===== src/logic/ram_exp_pkg.sv =====
`default_nettype none

package ram_exp_pkg;

  // Width of the 64K bank number held in the bank register
  localparam int BANK_W = 3;

  // Width of the block scheme field that follows the bank in the command byte
  localparam int SCHEME_W = 3;

  // A 16K page is picked by CPU address bits 15 and 14
  localparam int PAGE_W = 2;

  // The SRAM high address is the bank followed by the 16K block
  localparam int RAMADR_W = BANK_W + PAGE_W;

  // Data bits 7:6 must both be set for an I/O write to load the bank register
  localparam logic [1:0] CMD_PREFIX = 2'b11;

  // Scheme 3 maps page 3 and remaps page 1 onto block 3 of the internal or shadow RAM
  localparam logic [SCHEME_W-1:0] SCHEME_C3 = 3'd3;

  // Scheme 2 replaces all four pages by the four blocks of the selected bank
  localparam logic [SCHEME_W-1:0] SCHEME_ALL = 3'd2;

  // Scheme 1 replaces only the top page
  localparam logic [SCHEME_W-1:0] SCHEME_TOP = 3'd1;

  // Schemes 4 to 7 open one block of the bank in the page 1 window
  localparam logic [SCHEME_W-1:0] SCHEME_WIN_BASE = 3'd4;

  // Page index of the 0x4000 window
  localparam logic [PAGE_W-1:0] PAGE_WIN = 2'd1;

  // Page index of the 0xC000 page, which is also the number of the top block
  localparam logic [PAGE_W-1:0] PAGE_TOP = 2'd3;

endpackage

`default_nettype wire

===== src/logic/cpc_ram_expansion.sv =====
`timescale 1ns/10ps
`default_nettype none

// Control logic of the 512K RAM expansion
// The bus sampler tracks the CPU memory cycle, the bank register holds the scheme
// written by the CPU, and the mapper turns both into SRAM and overdrive controls
module cpc_ram_expansion import ram_exp_pkg::*; #(
  // Bank reserved for the shadow copy of the internal RAM
  parameter logic [BANK_W-1:0] SHADOW_BANK = 3'd3
) (
  input  logic                clk,
  input  logic                reset_b,

  // Z80 bus strobes, all active low
  input  logic                mreq_b,
  input  logic                iorq_b,
  input  logic                wr_b,
  input  logic                rd_b,
  input  logic                m1_b,
  input  logic                rfsh_b,

  // Top two address bits and the data bus
  input  logic                adr15,
  input  logic                adr14,
  input  logic [7:0]          data,

  // DIP switch options
  input  logic                overdrive_mode,
  input  logic                shadow_mode,

  // SRAM and internal RAM controls
  output logic                ramcs_b,
  output logic                ramdis,
  output logic [RAMADR_W-1:0] ramadrhi,

  // Drive enables for the open drivers on RD and A15
  output logic                rd_drive,
  output logic                adr15_drive
);

  // Memory write cycle flag and page index captured at cycle start
  logic              mwr_cyc;
  logic [PAGE_W-1:0] page_q;

  // Contents of the bank register
  logic [BANK_W-1:0]   bank_q;
  logic [SCHEME_W-1:0] scheme_q;
  logic                mode_c3_q;

  bus_cycle_sampler u_sampler (
    .clk     (clk),
    .reset_b (reset_b),
    .mreq_b  (mreq_b),
    .rd_b    (rd_b),
    .m1_b    (m1_b),
    .rfsh_b  (rfsh_b),
    .adr15   (adr15),
    .adr14   (adr14),
    .mwr_cyc (mwr_cyc),
    .page_q  (page_q)
  );

  bank_select_reg #(
    .SHADOW_BANK (SHADOW_BANK)
  ) u_bank (
    .clk         (clk),
    .reset_b     (reset_b),
    .iorq_b      (iorq_b),
    .wr_b        (wr_b),
    .adr15       (adr15),
    .shadow_mode (shadow_mode),
    .data        (data),
    .bank_q      (bank_q),
    .scheme_q    (scheme_q),
    .mode_c3_q   (mode_c3_q)
  );

  block_mapper #(
    .SHADOW_BANK (SHADOW_BANK)
  ) u_mapper (
    .mreq_b         (mreq_b),
    .rfsh_b         (rfsh_b),
    .adr15          (adr15),
    .adr14          (adr14),
    .overdrive_mode (overdrive_mode),
    .shadow_mode    (shadow_mode),
    .mwr_cyc        (mwr_cyc),
    .page_q         (page_q),
    .bank_q         (bank_q),
    .scheme_q       (scheme_q),
    .mode_c3_q      (mode_c3_q),
    .ramcs_b        (ramcs_b),
    .ramdis         (ramdis),
    .rd_drive       (rd_drive),
    .adr15_drive    (adr15_drive),
    .ramadrhi       (ramadrhi)
  );

endmodule

`default_nettype wire


===== src/logic/block_mapper.sv =====
`timescale 1ns/10ps
`default_nettype none

// Maps each CPU memory access onto the expansion SRAM or the internal RAM
// The mapping is purely combinational from the bus and the registered state
module block_mapper import ram_exp_pkg::*; #(
  // Bank reserved for the shadow copy of the internal RAM
  parameter logic [BANK_W-1:0] SHADOW_BANK = 3'd3
) (
  input  logic                mreq_b,
  input  logic                rfsh_b,
  input  logic                adr15,
  input  logic                adr14,
  input  logic                overdrive_mode,
  input  logic                shadow_mode,
  input  logic                mwr_cyc,
  input  logic [PAGE_W-1:0]   page_q,
  input  logic [BANK_W-1:0]   bank_q,
  input  logic [SCHEME_W-1:0] scheme_q,
  input  logic                mode_c3_q,
  output logic                ramcs_b,
  output logic                ramdis,
  output logic                rd_drive,
  output logic                adr15_drive,
  output logic [RAMADR_W-1:0] ramadrhi
);

  // Page index used for the decode
  logic [PAGE_W-1:0] page;

  // Expansion hit and the block of the bank it uses
  logic              hit;
  logic [PAGE_W-1:0] block;

  // Block opened in the page 1 window by schemes 4 to 7
  logic [SCHEME_W-1:0] win_offset;

  // Access served from the expansion RAM proper rather than the shadow bank
  logic exp_ram;

  // Internal SRAM select before qualification with the bus strobes
  logic sel;

  // In scheme C3 the CPU address is remapped while A15 is being overdriven,
  // so the top bit is taken from the value captured at the start of the cycle
  always_comb begin
    if (mode_c3_q) begin
      page = {page_q[PAGE_W-1], adr14};
    end else begin
      page = {adr15, adr14};
    end
  end

  assign win_offset = scheme_q - SCHEME_WIN_BASE;

  // Decide whether the scheme places this page in the expansion bank
  always_comb begin
    hit   = 1'b0;
    block = '0;
    if (scheme_q == SCHEME_TOP) begin
      hit   = (page == PAGE_TOP);
      block = PAGE_TOP;
    end else if (scheme_q == SCHEME_ALL) begin
      // Every page maps straight onto the block of the same number
      hit   = 1'b1;
      block = page;
    end else if (scheme_q == SCHEME_C3) begin
      hit   = (page == PAGE_TOP);
      block = PAGE_TOP;
    end else if (scheme_q >= SCHEME_WIN_BASE) begin
      hit   = (page == PAGE_WIN);
      block = win_offset[PAGE_W-1:0];
    end
    // Scheme 0 leaves every page on the internal RAM
  end

  // Form the SRAM address and select for hits, shadow accesses and misses
  always_comb begin
    exp_ram  = 1'b0;
    sel      = 1'b0;
    ramadrhi = '0;
    if (hit) begin
      exp_ram  = 1'b1;
      sel      = 1'b1;
      ramadrhi = {bank_q, block};
    end else if (shadow_mode && mode_c3_q && (page == PAGE_WIN)) begin
      // C3 shows internal block 3 in the window, and with A15 overdriven
      // for writes only the reads have to come from the shadow copy
      sel      = 1'b1;
      ramadrhi = {SHADOW_BANK, PAGE_TOP};
    end else if (shadow_mode) begin
      // Every write to internal RAM is mirrored into the shadow bank
      // so that a later C3 read finds an up to date copy
      sel      = mwr_cyc;
      ramadrhi = {SHADOW_BANK, page};
    end
  end

  // Internal RAM is disabled whenever the SRAM takes the access
  assign ramdis = sel;

  // Refresh cycles also pull mreq_b low and must never reach the SRAM
  assign ramcs_b = !(sel && !mreq_b && rfsh_b);

  // A 464 without the RAMDIS line is forced to treat an expansion write as a
  // read so the internal RAM is left untouched
  assign rd_drive = overdrive_mode && exp_ram && mwr_cyc;

  // A15 is pulled high for C3 accesses to page 1 so the internal RAM sees block 3
  // Without shadow RAM reads need it too, with shadow RAM only writes do
  always_comb begin
    if (shadow_mode) begin
      adr15_drive = overdrive_mode && mode_c3_q && page_q[0] && mwr_cyc;
    end else begin
      adr15_drive = overdrive_mode && mode_c3_q && page_q[0] && !mreq_b;
    end
  end

endmodule

`default_nettype wire


===== src/logic/bank_select_reg.sv =====
`timescale 1ns/10ps
`default_nettype none

// Bank register loaded by the CPU with an I/O write to an address with A15 low
// The command byte is 11 bbb sss with bank bbb and block scheme sss
module bank_select_reg import ram_exp_pkg::*; #(
  // Bank kept for the shadow copy of the internal RAM
  parameter logic [BANK_W-1:0] SHADOW_BANK = 3'd3
) (
  input  logic                clk,
  input  logic                reset_b,
  input  logic                iorq_b,
  input  logic                wr_b,
  input  logic                adr15,
  input  logic                shadow_mode,
  input  logic [7:0]          data,
  output logic [BANK_W-1:0]   bank_q,
  output logic [SCHEME_W-1:0] scheme_q,
  output logic                mode_c3_q
);

  // Fields of the command byte
  logic [1:0]          cmd_prefix;
  logic [BANK_W-1:0]   cmd_bank;
  logic [SCHEME_W-1:0] cmd_scheme;

  // Valid bank select write on the bus this cycle
  logic sel_wr;

  // Bank value after the shadow alias has been applied
  logic [BANK_W-1:0] bank_next;

  assign cmd_prefix = data[7:6];
  assign cmd_bank   = data[SCHEME_W +: BANK_W];
  assign cmd_scheme = data[SCHEME_W-1:0];

  // Only the gate array port range has A15 low, and the prefix separates the
  // RAM command from the other gate array functions
  assign sel_wr = !iorq_b && !wr_b && !adr15 && (cmd_prefix == CMD_PREFIX);

  // With shadow RAM in use the shadow bank is never given out as ordinary
  // expansion memory and its requests land on the neighbouring even bank
  always_comb begin
    bank_next = cmd_bank;
    if (shadow_mode && (cmd_bank == SHADOW_BANK)) begin
      bank_next = {cmd_bank[BANK_W-1:1], 1'b0};
    end
  end

  // The write may be held for several clocks and simply reloads the same value
  always_ff @(posedge clk) begin
    if (!reset_b) begin
      bank_q    <= '0;
      scheme_q  <= '0;
      mode_c3_q <= 1'b0;
    end else if (sel_wr) begin
      bank_q    <= bank_next;
      scheme_q  <= cmd_scheme;
      // Decoded here so the mapper and the A15 overdrive see a single flag
      mode_c3_q <= (cmd_scheme == SCHEME_C3);
    end
  end

endmodule

`default_nettype wire


===== src/logic/bus_cycle_sampler.sv =====
`timescale 1ns/10ps
`default_nettype none

// Follows the Z80 memory cycle on the system clock
// It flags memory write cycles and remembers the page the cycle started on
module bus_cycle_sampler import ram_exp_pkg::*; (
  input  logic              clk,
  input  logic              reset_b,
  input  logic              mreq_b,
  input  logic              rd_b,
  input  logic              m1_b,
  input  logic              rfsh_b,
  input  logic              adr15,
  input  logic              adr14,
  output logic              mwr_cyc,
  output logic [PAGE_W-1:0] page_q
);

  // Previous sample of mreq_b, which idles high
  logic mreq_b_q;

  // First clock edge that sees mreq_b low
  logic mreq_fall;

  // Start of a memory cycle that is neither a refresh, an opcode fetch nor a read
  logic mwr_start;

  assign mreq_fall = !mreq_b && mreq_b_q;

  // The Z80 asserts wr_b late in the write cycle, so a write is recognised
  // by the absence of rd_b at the start of the cycle
  assign mwr_start = mreq_fall && rfsh_b && rd_b && m1_b;

  always_ff @(posedge clk) begin
    if (!reset_b) begin
      mreq_b_q <= 1'b1;
    end else begin
      mreq_b_q <= mreq_b;
    end
  end

  // The write flag is set from the cycle start and holds until mreq_b goes back high
  always_ff @(posedge clk) begin
    if (!reset_b) begin
      mwr_cyc <= 1'b0;
    end else if (mwr_start) begin
      mwr_cyc <= 1'b1;
    end else if (mreq_b) begin
      mwr_cyc <= 1'b0;
    end
  end

  // Capture the page index once per memory cycle
  // In the C3 scheme A15 is overdriven later in the cycle, so the live A15 cannot
  // be trusted after the start and the captured copy keeps the mapping stable
  always_ff @(posedge clk) begin
    if (!reset_b) begin
      page_q <= '0;
    end else if (mreq_fall) begin
      page_q <= {adr15, adr14};
    end
  end

endmodule

`default_nettype wire


===== config.mk =====
export PLATFORM = sky130hd
export DESIGN_NAME = cpc_ram_expansion
export DESIGN_NICKNAME = d
export VERILOG_FILES = /design/src/logic/ram_exp_pkg.sv /design/src/logic/cpc_ram_expansion.sv /design/src/logic/block_mapper.sv /design/src/logic/bank_select_reg.sv /design/src/logic/bus_cycle_sampler.sv
export SDC_FILE = /design/constraint.sdc
export NUM_CORES = 1
export LEC_CHECK = 0
export ABC_CLOCK_PERIOD_IN_PS = 2110
export BUFFER_PORTS_ARGS = -buffer_cell sky130_fd_sc_hd__buf_2
export CAP_MARGIN = 20
export CORE_MARGIN = 3
export CORE_UTILIZATION = 48
export DETAILED_ROUTE_END_ITERATION = 10
export PLACE_DENSITY_LB_ADDON = 0.08
export REMOVE_ABC_BUFFERS = 1
export SYNTH_ARGS = -nofsm -noshare
export SYNTH_HDL_FRONTEND = slang
export SYNTH_SLANG_ARGS = --single-unit

===== constraint.sdc =====
create_clock -name clk -period 2.11 [get_ports clk]
set_input_delay 0.1055 -clock clk [delete_from_list [all_inputs] [get_ports clk]]
set_output_delay 0.1055 -clock clk [all_outputs]
set_load 0.01 [all_outputs]

==> results of run 1 <==
==> cell usage after synthesis <==
library cell   n  area share (%)
mux2i_1        8              12
clkbuf_1       2             1.1
nand3_1        3             2.3
nand3b_1       2             2.3
o21ai_0        1            0.75
or2b_1         1             1.1
nand2_1        4             2.3
o211ai_1       1             1.1
nor4_4         1             3.2
and3b_2        1             1.5
a21boi_0       2             2.3
mux2_4         3             6.8
and2b_1        1             1.1
o221a_2        1             1.7
o2bb2a_4       1             3.0
nor2b_1        7             6.6
o221ai_1       1             1.3
a21oi_1        3             2.3
nor2_1         9             5.1
a2bb2oi_1      1             1.3
nand2b_1       3             2.8
nand4b_1       2             2.6
and2_4         1             1.3
a41oi_1        1             1.3
dfxtp_1       11              33
==> area by class of cell <==
type                            count  area, µm²  share of cell area, %
Clock buffer                        4       26.3                   3.12
Multi-Input combinational cell     58        439                   52.1
Sequential cell                    11        220                   26.1
Tap cell                           14       17.5                   2.08
Timing Repair Buffer               28        140                   16.6
==> state kept, by name, summed over array words and instances, names as in the netlist <==
signal              count
u_sampler.page_q        2
u_sampler.mreq_b_q      1
u_sampler.mwr_cyc       1
u_bank.mode_c3_q        1
u_bank.scheme_q         3
u_bank.bank_q           3
==> metrics by stage <==
step	utilization [%]	total power, µW
after CTS	70.2	437
after detailed placement	68.0	292
final	70.2	430
after floorplan	-	255
after global routing	70.2	456
after global placement	68.0	290
==> cells in the final DEF, fill, tap and decap left out, drive strengths merged, types with 2 or more instances in the layout <==
cell / count
clkbuf: 4
nor2: 9
dfxtp: 11
mux2: 3
mux2i: 8
a21oi: 3
nand4b: 2
nand3: 3
nand2: 4
buf: 28
a21boi: 2
nor2b: 7
nand3b: 2
nand2b: 3
==> power breakdown <==
part	total, µW	internal [µW]	switching, µW	leakage [µW]
registers	217	213	4.31	0.0000894
logic	70.5	37.2	33.3	0.000254
clock network	143	73.3	69.3	0.0000150
total	430	323	107	0.000359
==> how the worst max path moves through the flow <==
stage | endpoint | slack, ps | depth (start not counted)
floorplan | ramadrhi[2] | 600 | 4
global placement | ramadrhi[3] | 460 | 5
detailed placement | ramadrhi[3] | 430 | 5
CTS | ramadrhi[3] | 120 | 5
global route | ramadrhi[2] | 60 | 5
finish | ramadrhi[3] | 130 | 5
==> cell families after synthesis <==
family / share of synthesized area (%)
simple gates: 32.1
compound gates: 15.0
mux: 18.8
flops: 33.0
buf+inv: 1.13
==> layer usage <==
layer / vias up / share of wire, % / track usage (%)
met1: 280 / 43 / 21.2
met5: - / 0 / 0
met4: 0 / 2.4 / 10.8
li1: 316 / - / -
met3: 6 / 7.3 / 2.97
met2: 26 / 47 / 29.8
==> critical path, cell delays in order, from the launching register on <==
cell      delay [ps]
dfxtp_1          420
mux2_4           360
o2bb2a_4         230
and2_4           170
mux2_4           290
buf_2            140
==> metrics.yaml, run 1 <==
sta:
  hold_violations: 0
  fin_ws_ps: 126
  tightest_slew_ps: 626
  hold_slack_ps: 79.7
  slew-limit-headroom_pct: 57.9
  setup_viol: 0
  fin_crit_sh_pct: 94.0
  rsz0062_at_grt: "false"
  finalCriticalPeriod_ps: 1980
  finalClockSkew_ps: 0.0613
  setup-tns-final_ps: 0
  finalMaxSlewViolations: 0
  fmax_ghz: 0.504
synth:
  synth_area_um2: 667
  synth_cell_types: 25
  yosysSeqAreaShare_pct: 33.0
  synth-seq-cells: 11
  avgSynthCellArea_um2: 9.39
  yosys_warnings: 0
  synthCells: 71
job:
  cap_viol_max_count: 0
min_path:
  holdPathStages: 2
  whs_endpoint: "u_sampler.mreq_b_q"
  hold_class: "in -> reg"
  hp-start: "mreq_b"
run_status:
  status: "finished, final reports clean"
floorplanning:
  die_h_um: 43.3
  core_mm2: 0.00120
  dieWidth_um: 43.3
  initial_core_util_pct: 55.5
  num_io_pins: 29
  row_count: 12
  die-area_mm2: 0.00187
critical_path:
  critPathLaunchType: "flip-flop"
  r2r_start: "u_bank.mode_c3_q"
  r2r-end: "u_bank.mode_c3_q"
  required_ps: 2000
  crit_type: "reg -> out"
  critical_path.startpoint: "u_bank.mode_c3_q"
  r2r_cells: 2
  end_kind: "primary output"
  arrival_ps: 1880
  r2r_slack_ps: 1230
  critical_path.max_fanout: 6
placed_design:
  pre_cts_ws_ps: 426
  dpl_cell_area_um2: 817
  port-buffer-count: 28
  finalWeightedCongestion: 0.788
  dp_hpwl_um: 1140
  post-place-cells: 111
grt:
  grt_pass1_vias: 579
  grt_max_degree: 11
  grt-ovfl-total: 0
  track_usage_pct: 18.0
  grt_antenna_before_repair: 0
  grt_pass1_wl_um: 2500
pwr:
  power_density_mw_per_mm2: 510
  p_leak_uw: 0.000359
  ir_drop_v: 0.000399
cells_and_area:
  diodes: 0
  stdcell_count: 115
  drive_gt1_share_pct: 38.6
  syn2layout_area_growth_pct: 26.5
  layout.nets: 122
  fill_cells: 111
  fin_area_um2: 843
clock_network:
  clock-root-buffer: "clkbuf_4"
  cts.repair.resized: 0
  postCtsSetupBuffers: 0
  clk_latency_ps: 270
  cts_max_level: 1
  cts.clk_slew.worst_paths_ps: 70
  postCtsHoldBufs: 0
  cts_sinks: 11
  cts_buffers: 3
  cts_tree: "yes"
  cts_max_path_buffers: 2
routing:
  via_per_inst: 5.46
  ant_nets: 0
  routed_wl_um: 1510
  drt_iter0_markers: 4
  drtPass1Iterations: 5
  vias: 628
  drt-wirelength-per-cell_um: 13.2
  post-route-drc-count: 0
No activity file was read; power rests on OpenSTA's default activity.
==> inputs of run 2 (changes only) <==
Settings changed: CELL_PAD_IN_SITES_DETAIL_PLACEMENT set to 0, CELL_PAD_IN_SITES_GLOBAL_PLACEMENT set to 2, CORE_ASPECT_RATIO set to 1.75, CORE_UTILIZATION 48 to 27.
==> run 2 against run 1 <==
Against the previous run: first-iteration DRC count grew 100%; sequential power is essentially flat; worst hold slack gained 45 ps; largest cell class unchanged; largest power group unchanged.
==> metrics.yaml, run 2 (synthesized netlist as in run 1, its figures left out) <==
clock_network:
  cts_buffers: 3  # unchanged
  clock-root-buffer: "clkbuf_8"
  cts_max_level: 1  # unchanged
  postCtsHoldBufs: 0  # unchanged
  postCtsSetupBuffers: 0  # unchanged
  cts_tree: "yes"
  cts.clk_slew.worst_paths_ps: 50  # -20 ps
  cts.repair.resized: 0  # unchanged
  clk_latency_ps: 240  # -30 ps
  cts_max_path_buffers: 2  # unchanged
  cts_sinks: 11  # unchanged
cells_and_area:
  syn2layout_area_growth_pct: 31.3
  drive_gt1_share_pct: 38.6  # unchanged
  fin_area_um2: 876  # +3.9%
  layout.nets: 122  # unchanged
  diodes: 0  # unchanged
  fill_cells: 253  # +130%
  final_cell_mix: "buf_2 (28), dfxtp_1 (11), nor2_1 (9)"
  top_regs: "u_bank.bank_q (3), u_bank.scheme_q (3), u_sampler.page_q (2)"
  multi_input_area_um2: 439  # unchanged
  regArea_um2: 220  # unchanged
  final_common_cell: "buf_2"
min_path:
  hold_class: "in -> reg"
grt:
  grt_max_degree: 11  # unchanged
  grt-ovfl-total: 0  # unchanged
  grtUsageMet1_pct: 13.1  # -8.1 points
  grt_pass1_wl_um: 2950  # +18%
  track_usage_pct: 12.6  # -5.4 points
  top_usage_layer: "met2"
  grt_antenna_before_repair: 0  # unchanged
  grtUsageMet3_pct: 2.01  # -0.96 points
  grt_util_met2_pct: 22.7  # -7.1 points
  grt_pass1_vias: 663  # +15%
pwr:
  power_uw: 503  # +17%
  power_density_mw_per_mm2: 574  # +13%
  p_leak_uw: 0.000366  # +2.2%
  ir_drop_v: 0.000382  # -4.3%
critical_path:
  crit_type: "reg -> out"
  critical_path.max_fanout: 6  # unchanged
  required_ps: 2000  # about the same
  critPathLaunchType: "flip-flop"
  arrival_ps: 1870  # about the same
  end_kind: "primary output"
placed_design:
  dp_hpwl_um: 1490  # +30%
  dpl_cell_area_um2: 831  # +1.7%
  finalWeightedCongestion: 0.723  # -8.3%
  port-buffer-count: 28  # unchanged
floorplanning:
  die_h_um: 71.7  # +66%
  die-area_mm2: 0.00313  # +67%
  dieWidth_um: 43.6  # +0.68%
  initial_core_util_pct: 28.6  # -27 points
  core_mm2: 0.00233  # +94%
  num_io_pins: 29  # unchanged
  row_count: 23  # +11
sta:
  finalMaxSlewViolations: 0  # unchanged
  fin_crit_sh_pct: 93.8  # -0.22 points
  rsz0062_at_grt: "false"
  fmax_ghz: 0.505  # +0.24%
  hold_violations: 0  # unchanged
  setup-tns-final_ps: 0  # unchanged
  slew-limit-headroom_pct: 53.9  # -4.0 points
  finalClockSkew_ps: 5.72  # +5.66 ps
  setup_viol: 0  # unchanged
  finalCriticalPeriod_ps: 1980  # -4.72 ps
  hold_slack_ps: 125  # +45.2 ps
  tightest_slew_ps: 687  # +60.1 ps
routing:
  vias: 642  # +2.2%
  drt-wirelength-per-cell_um: 15.0  # +14%
  via_per_inst: 5.10  # -6.7%
  ant_nets: 0  # unchanged
  drt_iter0_markers: 8  # +4
  post-route-drc-count: 0  # unchanged
  drtPass1Iterations: 4  # -1
  routed_wl_um: 1890  # +25%
job:
  cap_viol_max_count: 0  # unchanged
run_status:
  status: "finished, final reports clean"
[run 2: cell counts in the layout (fill, tap and decap cells not counted)]
No cell type changed its count.
[run 2: cell type report]
cell class,count,area share (%)
Multi-Input combinational cell,58,50.1
Sequential cell,11,25.1
Timing Repair Buffer,28,16.0
Clock buffer,4,5.14
Tap cell,25,3.57
[run 2: final timing paths]
| check | from | to | slack, ps | cells after the start |
|---|---|---|---|---|
| worst max register to register | u_bank.mode_c3_q | u_bank.mode_c3_q | 1220 | 2 |
| worst max-delay path | u_bank.mode_c3_q | ramadrhi[3] | 130 | 5 |
| worst min register to register | u_bank.bank_q[0] | u_bank.bank_q[0] | 500 | 2 |
| worst min-delay path | mreq_b | u_sampler.mreq_b_q | 120 | 2 |
[run 2: stage by stage]
stage | instances | util, % | setup WS (ps)
2_1_floorplan | 69 | - | 596
3_3_place_gp | 122 | 35.6 | 447
3_5_place_dp | 122 | 35.6 | 408
4_1_cts | 126 | 37.6 | 135
5_1_grt | 126 | 37.6 | 101
6_report | 126 | 37.6 | 130
[run 2: power by group]
group	total, µW	leakage, µW	internal (µW)	switching (µW)
clock network	213	0.0000228	133	80.2
registers	218	0.0000894	213	4.39
logic	71.9	0.000254	37.2	34.7
total	503	0.000366	383	119
[run 2: critical path, cell delays in order (launching register included)]
cell	delay, ps
dfxtp_1	440
mux2_4	370
o2bb2a_4	230
and2_4	170
mux2_4	280
buf_2	140
[run 2: metal layers]
metal  vias to the layer above  share of wire [%]
met5                         -                  0
met3                         5                5.7
li1                        317                  -
met4                         0                2.3
met2                        26                 55
met1                       294                 37
==> inputs of run 3 (changes only) <==
Settings changed: CORE_MARGIN 3 to 2.
==> run 3 against run 2 <==
Against the previous run: clock-buffer cell count unchanged; sequential cell count unchanged; total power down 0.68%; sequential power about the same; sequential share of layout area unchanged; via count down 4.2%; global-route usage up 1.5 points; design area unchanged; critical path depth unchanged; die area down 7.3%; clock power about the same; core utilization unchanged; largest cell class unchanged.
==> metrics.yaml, run 3 (synthesized netlist as in run 1, its figures left out) <==
run_status:
  status: "finished, final reports clean"
pwr:
  pwr-share-comb_pct: 14.2  # about the same
  p_int_uw: 383  # about the same
  sequentialPowerShare_pct: 43.6  # +0.3 points
  ir_drop_v: 0.000289  # -24%
  swShare_pct: 23.3  # -0.47 points
  power.switching_uw: 116  # -2.7%
  p_leak_uw: 0.000366  # unchanged
  power_density_mw_per_mm2: 570  # -0.68%
  clockPowerShare_pct: 42.1  # -0.3 points
floorplanning:
  core_mm2: 0.00233  # unchanged
  row_count: 23  # unchanged
  dieWidth_um: 41.6  # -4.6%
  initial_core_util_pct: 28.6  # unchanged
  die-area_mm2: 0.00290  # -7.3%
  die_h_um: 69.7  # -2.8%
  num_io_pins: 29  # unchanged
grt:
  grt_pass1_vias: 665  # +0.30%
  grt_antenna_before_repair: 0  # unchanged
  grt_pass1_wl_um: 3170  # +7.5%
  grt_max_degree: 11  # unchanged
  track_usage_pct: 14.1  # +1.5 points
  grt-ovfl-total: 0  # unchanged
critical_path:
  crit_type: "reg -> out"
  r2r-end: "u_bank.mode_c3_q"
  required_ps: 2000  # about the same
  critical_path.max_fanout: 6  # unchanged
  r2r_cells: 2  # unchanged
  critPathLaunchType: "flip-flop"
  r2r_slack_ps: 1200  # -20 ps
  critPathMaxStageDelay_ps: 420  # -20 ps
  critPathTopFamily: "multiplexers"
  slowest_stage: "dfxtp_1"
  crit_chain: "mux2_4 -> o2bb2a_4 -> and2_4 -> mux2_4 -> buf_2"
  arrival_ps: 1850  # -20 ps
  cp_common_cell: "mux2_4"
  critPathBufInv: 1  # unchanged
  r2r_start: "u_bank.mode_c3_q"
  end_kind: "primary output"
clock_network:
  postCtsSetupBuffers: 0  # unchanged
  cts_max_path_buffers: 2  # unchanged
  cts.repair.resized: 0  # unchanged
  clock-root-buffer: "clkbuf_8"
  cts_sinks: 11  # unchanged
  postCtsHoldBufs: 0  # unchanged
  cts_tree: "yes"
  cts.clk_slew.worst_paths_ps: 50  # about the same
  cts_max_level: 1  # unchanged
  cts_buffers: 3  # unchanged
  clk_latency_ps: 230  # about the same
cells_and_area:
  diodes: 0  # unchanged
  syn2layout_area_growth_pct: 31.3  # unchanged
  final_common_cell: "buf_2"
  layout.nets: 122  # unchanged
  fill_cells: 262  # +3.6%
  top_regs: "u_bank.bank_q (3), u_bank.scheme_q (3), u_sampler.page_q (2)"
  final_cell_mix: "buf_2 (28), dfxtp_1 (11), nor2_1 (9)"
  drive_gt1_share_pct: 38.6  # unchanged
sta:
  finalCriticalPeriod_ps: 1960  # -24.4 ps
  finalMaxSlewViolations: 0  # unchanged
  setup-tns-final_ps: 0  # unchanged
  rsz0062_at_grt: "false"
  setup_viol: 0  # unchanged
  finalClockSkew_ps: 2.01  # -3.71 ps
  tightest_slew_ps: 684  # -2.48 ps
  hold_slack_ps: 132  # +6.99 ps
  fin_crit_sh_pct: 92.7  # -1.2 points
  slew-limit-headroom_pct: 54.1  # +0.17 points
  fmax_ghz: 0.511  # +1.2%
  hold_violations: 0  # unchanged
min_path:
  whs_endpoint: "u_bank.bank_q[0]"
  hold_class: "in -> reg"
  hp-start: "data[3]"
  holdPathStages: 3  # +1
placed_design:
  port-buffer-count: 28  # unchanged
  finalWeightedCongestion: 0.715  # -1.2%
  dp_hpwl_um: 1420  # -4.6%
routing:
  drtPass1Iterations: 2  # -2
  drt_iter0_markers: 5  # -3
  via_per_inst: 4.88  # -4.2%
  vias: 615  # -4.2%
  routed_wl_um: 1790  # -5.7%
  drt-wirelength-per-cell_um: 14.2  # -5.7%
  ant_nets: 0  # unchanged
  post-route-drc-count: 0  # unchanged
job:
  cap_viol_max_count: 0  # unchanged
[run 3: cell counts in the layout (fill, tap and decap cells not counted)]
Identical to the previous run, type by type.
[run 3: routing by layer]
| layer | global-route usage (%) | wire, µm | vias to the layer above |
|---|---|---|---|
| met1 | 15.3 | 730 | 281 |
| met3 | 2.34 | 77 | 2 |
| met5 | 0 | 0 | - |
| li1 | - | - | 316 |
| met2 | 25.0 | 958 | 16 |
| met4 | 7.53 | 19 | 0 |
[run 3: power groups by stage]
stage,Combinational (µW),Clock (µW),Sequential (µW)
global placement,71.7,0,222
global route,80.3,230,218
finish,71.1,210,218
CTS,72.6,217,218
detailed placement,72.2,0,222
floorplan,34.9,0,221
[run 3: stage by stage]
stage	cells	utilization, %	setup slack [ps]	total power [µW]	cell area (µm²)
after floorplan	69	-	596	255	659
after global placement	122	35.6	445	294	831
after detailed placement	122	35.6	414	294	831
after CTS	126	37.6	147	507	876
after global routing	126	37.6	68.8	529	876
final	126	37.6	155	499	876
[run 3: worst reg2reg max path: stages (launching register included)]
cell and delay [ps]:
dfxtp_1 420, or2b_1 250, a21boi_0 160
[run 3: how the worst max path moves through the flow]
stage | cells past startpoint | slack (ps) | endpoint | startpoint
2_1_floorplan | 4 | 600 | ramadrhi[2] | u_bank.mode_c3_q
3_3_place_gp | 5 | 450 | ramadrhi[3] | u_bank.mode_c3_q
3_5_place_dp | 5 | 410 | ramadrhi[2] | u_bank.mode_c3_q
4_1_cts | 5 | 150 | ramadrhi[2] | u_bank.mode_c3_q
5_1_grt | 5 | 70 | ramadrhi[3] | u_bank.mode_c3_q
6_report | 5 | 150 | ramadrhi[3] | u_bank.mode_c3_q
[run 3: final cells by class]
| cell class | instances | area (µm²) | share of cell area [%] |
|---|---|---|---|
| multi-input combinational | 58 | 439 | 50.1 |
| sequential | 11 | 220 | 25.1 |
| timing repair buffer | 28 | 140 | 16.0 |
| clock buffer | 4 | 45.0 | 5.14 |
| tap | 25 | 31.3 | 3.57 |
